`src/rtl/ifu_defines.svh`:
```
/* fetch unit constants for reset PC, buffer depth and bus timeout
   included by every RTL block that sizes or times against them */

`ifndef IFU_DEFINES_SVH
`define IFU_DEFINES_SVH

// **************************************************************************
// fetch start
// **************************************************************************

`define IFU_RESET_PC     32'h0000_0000  // first fetch PC after reset

// **************************************************************************
// fetch buffer
// **************************************************************************

`define IFU_FB_DEPTH     4              // fetch groups held between bus and aligner

// **************************************************************************
// bus watchdog
// **************************************************************************

`define IFU_BUS_TIMEOUT  16             // cycles a strobe may wait for ack or err
`define IFU_TMR_W        5              // counter width, must hold IFU_BUS_TIMEOUT

`endif

```
`src/rtl/ifu_pkg.sv`:
```
/* types shared by the fetch unit blocks and the testbench checker */

`default_nettype none

package ifu_pkg;

   // **********************************************************************
   // address and data
   // **********************************************************************

   typedef logic [31:1] pc_t;          // halfword PC
   typedef logic [31:3] fetch_adr_t;   // doubleword fetch address, also the WB address
   typedef logic [63:0] fetch_data_t;  // one fetch group
   typedef logic [31:0] instr_t;       // rvc sits in low half, upper zero
   typedef logic [1:0]  hw_idx_t;      // halfword index within a group

   // **********************************************************************
   // fetch buffer entry
   // **********************************************************************

   typedef struct packed {
      fetch_data_t data;   // group data, zero on fault
      fetch_adr_t  adr;    // group address
      hw_idx_t     start;  // first valid halfword, nonzero only after redirect
      logic        fault;  // bus error or timeout on this group
   } fetch_entry_t;

   // fetch FSM states
   typedef enum logic [1:0] {
      IDLE,    // between cycles, waits for buffer space
      REQ,     // WB cycle in flight, data kept
      DRAIN,   // WB cycle in flight after flush, data dropped
      HALT     // fault seen, wait for flush
   } fetch_state_t;

endpackage

`default_nettype wire

```
`src/rtl/ifu_aligner.sv`:
```
/* aligner: walks the head fetch group halfword by halfword and hands one
   16-bit or 32-bit instruction at a time to decode */

`timescale 1ns/100ps
`default_nettype none

module ifu_aligner (
   input  logic                  clk,
   input  logic                  rst_n,
   input  logic                  flush,
   input  logic                  head_valid,
   input  ifu_pkg::fetch_entry_t head,
   output logic                  pop,          // last halfword of head used
   output logic                  instr_valid,
   input  logic                  instr_ready,
   output ifu_pkg::instr_t       instr,
   output ifu_pkg::pc_t          instr_pc,
   output logic                  instr_pc4,    // 32-bit instruction
   output logic                  instr_fault   // access fault, instr is zero
);

   import ifu_pkg::*;

   logic          fresh;        // head not yet started, take its start index
   hw_idx_t       idx;          // next halfword in head
   logic          carry_valid;  // low half of a straddling instruction held
   logic [15:0]   carry_hw;
   pc_t           carry_pc;
   hw_idx_t       cur_idx;
   hw_idx_t       nxt_idx;
   logic [15:0]   hw_lo;
   logic [15:0]   hw_hi;
   logic          out_free;     // output register can take a new instruction
   logic          step;
   logic          emit;
   logic          last;
   logic          straddle;
   instr_t        emit_instr;
   pc_t           emit_pc;
   logic          emit_pc4;
   logic          emit_fault;

   function automatic logic [15:0] hw_sel(input fetch_data_t d, input hw_idx_t i);
      return d[i*16 +: 16];
   endfunction

   assign out_free = ~instr_valid | instr_ready;
   assign step     = head_valid & out_free & ~flush;
   assign cur_idx  = fresh ? head.start : idx;
   assign hw_lo    = hw_sel(head.data, cur_idx);
   assign hw_hi    = hw_sel(head.data, cur_idx + 2'd1);  // only used below hw 3
   assign pop      = step & last;

   // **********************************************************************
   // instruction select
   // **********************************************************************

   always_comb begin
      emit       = 1'b1;
      last       = 1'b0;
      straddle   = 1'b0;
      nxt_idx    = cur_idx + 2'd1;
      emit_instr = {16'h0000, hw_lo};                     // rvc by default
      emit_pc    = {head.adr, cur_idx};
      emit_pc4   = 1'b0;
      emit_fault = 1'b0;
      if (head.fault) begin
         emit_instr = '0;                                 // one fault record
         emit_pc    = {head.adr, head.start};
         emit_fault = 1'b1;
         last       = 1'b1;
      end else if (carry_valid) begin
         emit_instr = {hw_lo, carry_hw};                  // upper half at hw 0
         emit_pc    = carry_pc;
         emit_pc4   = 1'b1;
      end else if (hw_lo[1:0] == 2'b11) begin
         emit_pc4 = 1'b1;
         if (cur_idx == 2'd3) begin
            emit     = 1'b0;                              // wait for next group
            straddle = 1'b1;
            last     = 1'b1;
         end else begin
            emit_instr = {hw_hi, hw_lo};
            nxt_idx    = cur_idx + 2'd2;
            last       = (cur_idx == 2'd2);
         end
      end else begin
         last = (cur_idx == 2'd3);
      end
   end

   always_ff @(posedge clk or negedge rst_n) begin
      if (!rst_n) begin
         instr_valid <= 1'b0;
         fresh       <= 1'b1;
         idx         <= '0;
         carry_valid <= 1'b0;
      end else if (flush) begin
         instr_valid <= 1'b0;                   // old path never reaches decode
         fresh       <= 1'b1;
         carry_valid <= 1'b0;
      end else begin
         if (out_free) instr_valid <= step & emit;
         if (step) begin
            fresh       <= last;                // next head starts fresh
            idx         <= nxt_idx;
            carry_valid <= straddle;
         end
      end
   end

   // output payload only moves on a load, so it holds under stall
   always_ff @(posedge clk) begin
      if (step & emit) begin
         instr       <= emit_instr;
         instr_pc    <= emit_pc;
         instr_pc4   <= emit_pc4;
         instr_fault <= emit_fault;
      end
      if (step & straddle) begin
         carry_hw <= hw_lo;
         carry_pc <= emit_pc;
      end
   end

endmodule

`default_nettype wire

```
`src/rtl/ifu_bus_watchdog.sv`:
```
/* bus watchdog: counts cycles a strobe waits and flags the cycle as lost
   once the count reaches the timeout */

`timescale 1ns/100ps
`default_nettype none

`include "ifu_defines.svh"

module ifu_bus_watchdog (
   input  logic clk,
   input  logic rst_n,
   input  logic waiting,   // strobe out without ack or err
   output logic expired
);

   localparam int unsigned LIMIT = `IFU_BUS_TIMEOUT;

   logic [`IFU_TMR_W-1:0] cnt;   // consecutive waiting cycles

   assign expired = (cnt == LIMIT[`IFU_TMR_W-1:0]);

   always_ff @(posedge clk or negedge rst_n) begin
      if (!rst_n) begin
         cnt <= '0;
      end else if (!waiting) begin
         cnt <= '0;                // cleared between cycles
      end else if (!expired) begin
         cnt <= cnt + 1'b1;        // holds at the limit
      end
   end

endmodule

`default_nettype wire

```
`src/rtl/ifu_fetch_buf.sv`:
```
/* fetch buffer: circular FIFO of fetch entries between the bus master and
   the aligner, emptied by a flush */

`timescale 1ns/100ps
`default_nettype none

`include "ifu_defines.svh"

module ifu_fetch_buf (
   input  logic                  clk,
   input  logic                  rst_n,
   input  logic                  flush,
   input  logic                  push,
   input  ifu_pkg::fetch_entry_t push_entry,
   output logic                  space,       // at least one free slot
   output logic                  head_valid,
   output ifu_pkg::fetch_entry_t head,
   input  logic                  pop
);

   import ifu_pkg::*;

   localparam int DEPTH = `IFU_FB_DEPTH;
   localparam int PTR_W = (DEPTH > 1) ? $clog2(DEPTH) : 1;
   localparam int CNT_W = $clog2(DEPTH + 1);

   fetch_entry_t     mem [DEPTH];
   logic [PTR_W-1:0] wr_ptr;
   logic [PTR_W-1:0] rd_ptr;
   logic [CNT_W-1:0] count;    // entries in use
   logic             do_push;
   logic             do_pop;

   function automatic logic [PTR_W-1:0] ptr_inc(input logic [PTR_W-1:0] p);
      return (p == PTR_W'(DEPTH - 1)) ? '0 : p + 1'b1;   // wrap for any depth
   endfunction

   assign space      = (count != CNT_W'(DEPTH));
   assign head_valid = (count != '0);
   assign head       = mem[rd_ptr];

   assign do_push = push & space & ~flush;
   assign do_pop  = pop & head_valid & ~flush;

   // **********************************************************************
   // pointers and occupancy
   // **********************************************************************

   always_ff @(posedge clk or negedge rst_n) begin
      if (!rst_n) begin
         wr_ptr <= '0;
         rd_ptr <= '0;
         count  <= '0;
      end else if (flush) begin
         wr_ptr <= '0;                          // drop every queued group
         rd_ptr <= '0;
         count  <= '0;
      end else begin
         if (do_push) wr_ptr <= ptr_inc(wr_ptr);
         if (do_pop)  rd_ptr <= ptr_inc(rd_ptr);
         if (do_push & ~do_pop) count <= count + 1'b1;
         else if (do_pop & ~do_push) count <= count - 1'b1;
      end
   end

   always_ff @(posedge clk) begin
      if (do_push) mem[wr_ptr] <= push_entry;  // seen at head next cycle
   end

endmodule

`default_nettype wire

```
`src/rtl/ifu_fetch_ctl.sv`:
```
/* fetch FSM: runs the Wishbone classic read master and pushes fetch groups
   or fault entries into the fetch buffer */

`timescale 1ns/100ps
`default_nettype none

`include "ifu_defines.svh"

module ifu_fetch_ctl (
   input  logic                 clk,
   input  logic                 rst_n,
   input  logic                 flush,       // redirect, wins over everything
   input  ifu_pkg::pc_t         flush_pc,
   output logic                 wb_cyc,
   output logic                 wb_stb,
   output ifu_pkg::fetch_adr_t  wb_adr,
   input  ifu_pkg::fetch_data_t wb_dat,
   input  logic                 wb_ack,
   input  logic                 wb_err,
   input  logic                 expired,     // watchdog gave up on this cycle
   output logic                 waiting,     // strobe out, no ack or err yet
   input  logic                 space,       // buffer can take one more group
   output logic                 push,
   output ifu_pkg::fetch_entry_t push_entry
);

   import ifu_pkg::*;

   localparam logic [31:0] RESET_PC = `IFU_RESET_PC;

   fetch_state_t state;
   fetch_state_t state_nxt;
   fetch_adr_t   fetch_adr;    // next group to fetch
   hw_idx_t      start_idx;    // start halfword of that group
   logic         done;         // WB cycle ends this edge
   logic         bad;          // and it ends as a fault
   logic         launch;       // strobe rises next cycle

   assign wb_cyc  = (state == REQ) | (state == DRAIN);  // cyc and stb move together
   assign wb_stb  = wb_cyc;
   assign waiting = wb_stb & ~wb_ack & ~wb_err;

   assign done   = wb_ack | wb_err | expired;
   assign bad    = wb_err | (expired & ~wb_ack);        // late ack still counts
   assign launch = (state == IDLE) & space & ~flush;
   assign push   = (state == REQ) & done & ~flush;      // DRAIN data never pushed

   always_comb begin
      push_entry.data  = bad ? '0 : wb_dat;
      push_entry.adr   = wb_adr;
      push_entry.start = start_idx;
      push_entry.fault = bad;
   end

   // **********************************************************************
   // next state
   // **********************************************************************

   always_comb begin
      state_nxt = state;
      if (flush) begin
         state_nxt = (wb_cyc & ~done) ? DRAIN : IDLE;  // let an open cycle finish
      end else begin
         case (state)
            IDLE:    if (space) state_nxt = REQ;
            REQ:     if (bad) state_nxt = HALT;
                     else if (done) state_nxt = IDLE;
            DRAIN:   if (done) state_nxt = IDLE;
            HALT:    state_nxt = HALT;                  // only a flush gets out
            default: state_nxt = IDLE;
         endcase
      end
   end

   always_ff @(posedge clk or negedge rst_n) begin
      if (!rst_n) begin
         state     <= IDLE;
         fetch_adr <= RESET_PC[31:3];
         start_idx <= RESET_PC[2:1];
      end else begin
         state <= state_nxt;
         if (flush) begin
            fetch_adr <= flush_pc[31:3];             // new path
            start_idx <= flush_pc[2:1];
         end else if (push & ~bad) begin
            fetch_adr <= fetch_adr + 1'b1;            // one doubleword on
            start_idx <= '0;                          // later groups start at hw 0
         end
      end
   end

   // bus address is held for the whole cycle, even across a flush
   always_ff @(posedge clk) begin
      if (launch) wb_adr <= fetch_adr;
   end

endmodule

`default_nettype wire

```
`src/rtl/ifu_top.sv`:
```
/* fetch unit top: Wishbone read master, watchdog, fetch buffer and aligner
   wired between the instruction bus and decode */

`timescale 1ns/100ps
`default_nettype none

module ifu_top (
   input  logic                 clk,
   input  logic                 rst_n,
   input  logic                 flush,
   input  ifu_pkg::pc_t         flush_pc,
   output logic                 wb_cyc,
   output logic                 wb_stb,
   output ifu_pkg::fetch_adr_t  wb_adr,
   input  ifu_pkg::fetch_data_t wb_dat,
   input  logic                 wb_ack,
   input  logic                 wb_err,
   output logic                 instr_valid,
   input  logic                 instr_ready,
   output ifu_pkg::instr_t      instr,
   output ifu_pkg::pc_t         instr_pc,
   output logic                 instr_pc4,
   output logic                 instr_fault
);

   import ifu_pkg::*;

   logic         waiting;      // strobe open, watchdog counts
   logic         expired;
   logic         space;
   logic         push;
   fetch_entry_t push_entry;
   logic         head_valid;
   fetch_entry_t head;
   logic         pop;

   // bus side
   ifu_fetch_ctl u_fetch_ctl (
      .clk        (clk),
      .rst_n      (rst_n),
      .flush      (flush),
      .flush_pc   (flush_pc),
      .wb_cyc     (wb_cyc),
      .wb_stb     (wb_stb),
      .wb_adr     (wb_adr),
      .wb_dat     (wb_dat),
      .wb_ack     (wb_ack),
      .wb_err     (wb_err),
      .expired    (expired),
      .waiting    (waiting),
      .space      (space),
      .push       (push),
      .push_entry (push_entry)
   );

   ifu_bus_watchdog u_watchdog (
      .clk     (clk),
      .rst_n   (rst_n),
      .waiting (waiting),
      .expired (expired)
   );

   ifu_fetch_buf u_fetch_buf (
      .clk        (clk),
      .rst_n      (rst_n),
      .flush      (flush),
      .push       (push),
      .push_entry (push_entry),
      .space      (space),
      .head_valid (head_valid),
      .head       (head),
      .pop        (pop)
   );

   // decode side
   ifu_aligner u_aligner (
      .clk         (clk),
      .rst_n       (rst_n),
      .flush       (flush),
      .head_valid  (head_valid),
      .head        (head),
      .pop         (pop),
      .instr_valid (instr_valid),
      .instr_ready (instr_ready),
      .instr       (instr),
      .instr_pc    (instr_pc),
      .instr_pc4   (instr_pc4),
      .instr_fault (instr_fault)
   );

endmodule

`default_nettype wire

```
`config.mk`:
```
export PLATFORM = sky130hd
export DESIGN_NAME = ifu_top
export DESIGN_NICKNAME = d
export VERILOG_FILES = /design/src/rtl/ifu_pkg.sv /design/src/rtl/ifu_aligner.sv /design/src/rtl/ifu_bus_watchdog.sv /design/src/rtl/ifu_fetch_buf.sv /design/src/rtl/ifu_fetch_ctl.sv /design/src/rtl/ifu_top.sv
export VERILOG_INCLUDE_DIRS = /design/src /design/src/rtl
export SDC_FILE = /design/constraint.sdc
export NUM_CORES = 1
export LEC_CHECK = 0
export ABC_AREA = 0
export BUFFER_PORTS_ARGS = -buffer_cell sky130_fd_sc_hd__buf_2
export CAP_MARGIN = 20
export CELL_PAD_IN_SITES_DETAIL_PLACEMENT = 1
export CELL_PAD_IN_SITES_GLOBAL_PLACEMENT = 1
export CORE_MARGIN = 2
export CORE_UTILIZATION = 50
export DETAILED_ROUTE_END_ITERATION = 10
export PLACE_DENSITY_LB_ADDON = 0.1
export SYNTH_ARGS = -nofsm -noshare
export SYNTH_HDL_FRONTEND = slang
export SYNTH_SLANG_ARGS = --single-unit
export TNS_END_PERCENT = 20
```
`constraint.sdc`:
```
create_clock -name clk -period 8.95 [get_ports clk]
set_clock_uncertainty 0.2 [all_clocks]
set_input_delay 0.4475 -clock clk [delete_from_list [all_inputs] [get_ports clk]]
set_output_delay 0.4475 -clock clk [all_outputs]
set_load 0.005 [all_outputs]
```
==> results of run 1 <==
## per-stage QoR
step	setup WS (ns)	cell area (µm²)	power, mW	hold slack [ns]	util, %
detailed placement	3.449	24950	5.829	0.2803	53.60
global placement	3.593	24950	5.762	0.2772	53.60
finish	3.493	27530	8.247	0.01302	59.13
global route	3.007	27530	8.613	0.01746	59.13
floorplan	2.688	23550	5.100	-0.04809	-
CTS	3.419	27510	8.320	0.003122	59.08
## critical path, cell delays in order (launching register included)
cell      delay (ns)
dfrtp_4         0.58
buf_4           0.69
nand2_1         0.19
o22ai_2         0.27
nor2_4          0.04
buf_4           0.31
inv_1           0.84
ha_1            0.39
inv_1           0.13
nor2_1          0.12
o21ai_1         0.10
o21ai_4         0.16
nor3_1          0.10
fa_1            0.45
nor2_1          0.16
or4b_1          0.46
o311ai_1        0.09
## sequential cells by signal (all words and copies together) (netlist names), 2 cells and up
signal	flops
u_aligner.carry_hw	16
u_aligner.carry_pc	31
u_aligner.idx	2
u_aligner.instr	32
u_aligner.instr_pc	31
u_fetch_buf.count	3
u_fetch_buf.mem	384
u_fetch_buf.rd_ptr	2
u_fetch_buf.wr_ptr	2
u_fetch_ctl.fetch_adr	29
u_fetch_ctl.start_idx	2
u_fetch_ctl.state	2
u_fetch_ctl.wb_adr	29
u_watchdog.cnt	5
## path summary, 6_finish.rpt
kind	from	to	slack, ns	cells past startpoint
setup / recovery	u_fetch_buf.rd_ptr[0]	u_fetch_buf.count[2]	3.49	16
hold / removal	wb_dat[36]	u_fetch_buf.mem[3][68]	0.01	2
setup reg to reg	u_fetch_buf.rd_ptr[0]	u_fetch_buf.count[2]	3.49	16
hold reg to reg	u_fetch_ctl.fetch_adr[28]	u_fetch_ctl.wb_adr[28]	0.29	0
max in group asynchronous	rst_n	u_fetch_buf.rd_ptr[0]	7.66	3
min in group asynchronous	rst_n	u_watchdog.cnt[1]	0.33	3
## placed cells by master, fill, tap and decap left out, types with 12 or more instances in the layout
master / instances
buf_4: 17
nand2_1: 163
ha_1: 16
clkbuf_1: 14
o21ai_0: 45
mux4_2: 111
o21ai_1: 13
mux2_2: 30
nor2_1: 55
edfxtp_1: 525
xor2_1: 21
nand3_1: 42
dfrtp_1: 47
clkinv_1: 12
buf_2: 197
dlygate4sd3_1: 62
o21a_1: 14
and2_1: 67
clkbuf_16: 58
inv_1: 28
## kinds of logic (layout without fill, tap and decap cells)
logic type,Yosys count,in the layout,share of synthesized area (%)
xor+xnor,33,33,1.286
fa+ha+maj,17,17,0.9349
flops,575,575,72.25
simple gates,383,383,7.851
buf+inv,124,413,2.661
mux,152,152,12.57
other cells,0,1,0
compound gates,98,98,2.444
## layout make-up
cell class                      instances  area, µm²
Fill cell                            4231      19030
Clock inverter                         30      357.8
Clock buffer                           77       1573
Tap cell                              607      759.5
Sequential cell                       575      17030
Timing Repair Buffer                  277       1754
Antenna cell                            1      2.502
Multi-Input combinational cell        683       5944
Inverter                               29      111.4
## routing by layer
layer  global-route usage (%)  wire length (µm)  up-vias
met4                    6.798              1342        0
met1                    32.88             24690     6719
li1                         -                 -     5711
met5                        0                 0        -
met2                    37.08             27270      318
met3                    3.811              2737       84
## power by group through the flow
stage	combinational, mW	clock [mW]	sequential, mW
final	2.17	2.46	3.62
after CTS	2.19	2.51	3.62
after detailed placement	2.15	0	3.68
after global placement	2.10	0	3.66
after floorplan	1.53	0	3.57
after global routing	2.37	2.60	3.65
==> impl_metrics.json, run 1 <==
{
  "antenna_found_initial": 2,
  "synth.area.top_cells": "edfxtp_1 67%, mux4_2 11%, dfrtp_1 5.2%, nand2_1 2.6%, and2_1 1.9%",
  "max_slew.worst_pin.slew_ns": 1.043,
  "combPwrFrac_pct": 26.3,
  "synth_top_area_share_pct": 66.93,
  "synthFlopType": "edfxtp_1",
  "seq_area_frac_synth_pct": 72.25,
  "initial_core_util_pct": 50.59,
  "synth_most_common_cell": "edfxtp_1",
  "cts_tree": "done",
  "dieArea_um2": 48860,
  "fin_crit_sh_pct": 60.97,
  "grt_overflow": 0,
  "synth_seq_cells": 575,
  "powerDensity_nw_per_um2": 299.6,
  "leakage_nw": 9.608,
  "numPortBuffers": 197,
  "fin_cells": 2279,
  "status": "completed",
  "cts_resized": 0,
  "final_antenna_net_count": 0,
  "core_area_um2": 46560,
  "worstHoldPathType": "input pin to register",
  "worstPathRequired_ns": 9.24,
  "cts_buffer_depth": 3,
  "final_max_slew_viol_count": 0,
  "path_clk_slew_ns": 0.06,
  "crit_type": "register to register",
  "synth_edf_count": 525,
  "peakVddDrop_mv": 0.1941,
  "synth.top_cells.by_count": "525 x edfxtp_1, 163 x nand2_1, 111 x mux4_2",
  "maxCapViolations": 0,
  "via_count": 12832,
  "switchingPower_mw": 2.484,
  "ios": 198,
  "first_pass_iters": 5,
  "via_per_inst": 5.631,
  "cts_root_buf": "clkbuf_16",
  "grtUsageTotal_pct": 23.08,
  "num_rows": 79,
  "drt-initial-drc-count": 908,
  "synthArstFlopShare_pct": 8.696,
  "num-nets-final": 1742,
  "clkPwrFrac_pct": 29.8,
  "cp.arrival_ns": 5.75,
  "dp_cells": 2108,
  "syn_area_um2": 23550,
  "syn-instance-count": 1382,
  "h-tree-depth": 2,
  "syn_avg_cell_area_um2": 17.04,
  "syn2layout_area_growth_pct": 16.87,
  "syn-num-nets": 1500,
  "rsz0062_at_grt": "no",
  "gp_congestion": 0.7803,
  "clkSinkCount": 575,
  "hold_buffers": 62,
  "fin_crit_ns": 5.457,
  "grt_pass1_vias": 13634,
  "p_sw_share_pct": 30.12,
  "hold_violations": 0,
  "seqPwrFrac_pct": 43.9,
  "cts_setup_buffers": 0,
  "cts_made_buffers": 58,
  "crit_path_max_fanout": 47,
  "yosysWarnings": 0,
  "routedWlPerCell_um": 24.59,
  "dp_hpwl_um": 34780,
  "cp-start-kind": "register",
  "layout-drive-gt1-share_pct": 27.59,
  "drc": 0,
  "max_freq_ghz": 0.1833,
  "end_kind": "register",
  "grt_max_degree": 80,
  "die_y_um": 221.0,
  "synth.distinct_cells": 56,
  "synth_area_leader_cell": "edfxtp_1",
  "internal_power_mw": 5.763,
  "relSlewSlack_pct": 30.41,
  "die_x_um": 221.0,
  "fin_setup_tns_ns": 0,
  "setup_violations": 0,
  "grt_pass1_wl_um": 85040,
  "wl_um": 56040,
  "clkLatencyLatePin_ns": 0.62
}
(Power assumes the default switching activity.)
==> run 2, diff against run 1 <==
ABC_AREA = 1   (was 0)
CORE_UTILIZATION = 49   (was 50)
clock period = 5.4 ns   (was 8.95 ns; I/O delays follow)
==> run 2 against run 1 <==
Via count is 32% higher. Largest cell class unchanged. Sequential share of layout area is 2.3 points lower. Maximum frequency is 19% higher. Critical path depth is 2 lower.
==> impl_metrics.json, run 2 <==
{
  "first_pass_iters": 5,
  "switchingPower_mw": 5.264,
  "syn-instance-count": 2038,
  "grt_pass1_vias": 17550,
  "final_antenna_net_count": 0,
  "r2r-end": "u_aligner.instr[19]",
  "syn2layout_area_growth_pct": 17.64,
  "cts_buffer_depth": 3,
  "dp_hpwl_um": 42430,
  "max_freq_ghz": 0.2190,
  "dieArea_um2": 51370,
  "rsz0062_at_grt": "no",
  "core_area_um2": 48950,
  "critical-path-max-stage-delay_ns": 0.76,
  "startpoint": "u_fetch_buf.rd_ptr[0]",
  "num_rows": 81,
  "path_clk_slew_ns": 0.06,
  "cts_root_buf": "clkbuf_16",
  "yosysWarnings": 0,
  "cts_made_buffers": 58,
  "cts_tree": "done",
  "initial_core_util_pct": 49.62,
  "worstPathRequired_ns": 5.45,
  "clkLatencyLatePin_ns": 0.62,
  "post_dp_cell_area_um2": 25720,
  "r2r_slack_ns": 0.83,
  "synthArstFlopShare_pct": 8.696,
  "seqPwrFrac_pct": 41.8,
  "powerDensity_nw_per_um2": 504.3,
  "leakage_nw": 10.80,
  "via_count": 16966,
  "cp-start-kind": "register",
  "fin_crit_ns": 4.567,
  "drc": 0,
  "cts_resized": 0,
  "internal_power_mw": 9.145,
  "peakVddDrop_mv": 0.2866,
  "regMostFlops": "u_fetch_buf.mem",
  "stdcell_area_um2": 28570,
  "syn_area_um2": 24290,
  "ios": 198,
  "drt-initial-drc-count": 1319,
  "synth_most_common_cell": "edfxtp_1",
  "hold_buffers": 105,
  "grtUsageTotal_pct": 27.10,
  "layout_commonest_cell": "edfxtp_1",
  "h-tree-depth": 2,
  "hold-path-endpoint": "u_fetch_ctl.fetch_adr[1]",
  "worstPathCellList": "inv_4 -> nand2_1 -> nand3_1 -> nand3_1 -> nand2_2 -> nand2_1 -> nand3_1 -> nand2_2 -> nand2_2 -> inv_1 -> nand2_1 -> nor2_1 -> nor2_4 -> buf_4",
  "hold_depth": 3,
  "hold_violations": 0,
  "setup_violations": 0,
  "n_fill_cell": 5064,
  "relSlewSlack_pct": 33.11,
  "seq_area_frac_synth_pct": 70.06,
  "synth_edf_count": 525,
  "cts_setup_buffers": 0,
  "end_kind": "register",
  "r2r-start": "u_fetch_buf.rd_ptr[0]",
  "syn_avg_cell_area_um2": 11.92,
  "hp-start": "flush",
  "synth.area.top_cells": "edfxtp_1 65%, o21ai_0 5.3%, dfrtp_1 5.0%, nor2_1 4.2%, nand2_1 3.5%",
  "max_slew.worst_pin.slew_ns": 1.003,
  "largest_reg_flops": 384,
  "cp.arrival_ns": 4.62,
  "fin_cells": 2998,
  "num-nets-final": 2407,
  "synth.top_cells.by_count": "525 x edfxtp_1, 270 x nor2_1, 258 x o21ai_0",
  "synth_top_area_share_pct": 64.90,
  "maxCapViolations": 0,
  "totalPowerFinal_mw": 14.41,
  "synth_area_leader_cell": "edfxtp_1",
  "grt_max_degree": 97,
  "synthFlopType": "edfxtp_1",
  "fin_crit_sh_pct": 84.57,
  "die_x_um": 226.6,
  "crit_type": "register to register",
  "layout_common_cells": "525 x edfxtp_1, 264 x nor2_1, 258 x o21ai_0",
  "layout-drive-gt1-share_pct": 15.01,
  "syn-num-nets": 2156,
  "die_y_um": 226.6,
  "dp_cells": 2788,
  "synth_seq_cells": 575,
  "clkPwrFrac_pct": 26.9,
  "status": "completed",
  "via_per_inst": 5.659,
  "combPwrFrac_pct": 31.3,
  "cpMaxStageDelayCell": "dfrtp_4",
  "p_sw_share_pct": 36.53,
  "worstHoldPathType": "input pin to register",
  "reg_top3": "u_fetch_buf.mem x384, u_aligner.instr x32",
  "antenna_found_initial": 3,
  "gp_congestion": 0.8499,
  "wl_um": 69410,
  "crit_path_max_fanout": 59,
  "clkSinkCount": 575,
  "grt_overflow": 0,
  "routedWlPerCell_um": 23.15,
  "rr_worst_depth": 14,
  "numPortBuffers": 197,
  "final_max_slew_viol_count": 0,
  "synth.distinct_cells": 49,
  "grt_pass1_wl_um": 104200
}
-- run 2: worst max path at each step --
stage / end / slack, ns / depth (start not counted)
after floorplan: u_fetch_buf.mem[0][0] / -0.65 / 10
after global placement: u_aligner.instr[22] / 0.95 / 14
after detailed placement: u_aligner.instr[22] / 0.85 / 14
after CTS: u_aligner.instr[23] / 0.82 / 14
after global routing: u_aligner.instr[1] / 0.49 / 14
final: u_aligner.instr[19] / 0.83 / 14
-- run 2: cells by family after synthesis --
group	share of synthesized area, %
adder cells (fa/ha/maj)	0.9066
flip-flops	70.06
AO/OA/AOI/OAI	11.35
AND/OR/NAND/NOR	10.81
XOR/XNOR	0.7933
buffers and inverters	6.078
-- run 2: final cells by class --
type	count	area [µm²]	area share, %
multi-input combinational	1128	5856	20.49
clock buffer	83	1565	5.478
antenna	2	5.005	0.01751
timing repair buffer	332	2325	8.136
clock inverter	20	237.7	0.8319
tap	664	830.8	2.907
inverter	194	733.2	2.566
sequential	575	17020	59.57
-- run 2: stage by stage --
step / worst slack (ns) / utilization [%] / hold slack [ns] / TNS (ns)
after floorplan: -0.6461 / - / -0.2256 / -248.11
after global placement: 0.9481 / 52.49 / -0.04082 / 0
after detailed placement: 0.8468 / 52.53 / -0.03922 / 0
after CTS: 0.8153 / 58.36 / 0.03941 / 0
after global routing: 0.4880 / 58.37 / 0.08705 / 0
final: 0.8334 / 58.37 / 0.07383 / 0
-- run 2: routing by layer --
metal,track usage [%],vias to the layer above,part of all wire [%]
met3,4.795,132,6.0
met5,0,-,0.019
li1,-,7706,-
met2,43.51,579,47
met1,37.61,8547,44
met4,8.871,2,3.1
-- run 2: power groups by stage --
stage               Clock, mW  Combinational, mW  Sequential, mW
global route             4.08               5.00            6.06
detailed placement          0               4.40            6.10
CTS                      3.94               4.51            6.02
global placement            0               4.21            6.08
finish                   3.88               4.51            6.02
floorplan                   0               2.88            5.93
-- run 2: worst max-delay path, delay by kind of cell (launching register included) --
kind / cells / cell delay [ns]
AND/OR/NAND/NOR: 11 / 2.06
flip-flops: 1 / 0.76
buffers and inverters: 3 / 1.11
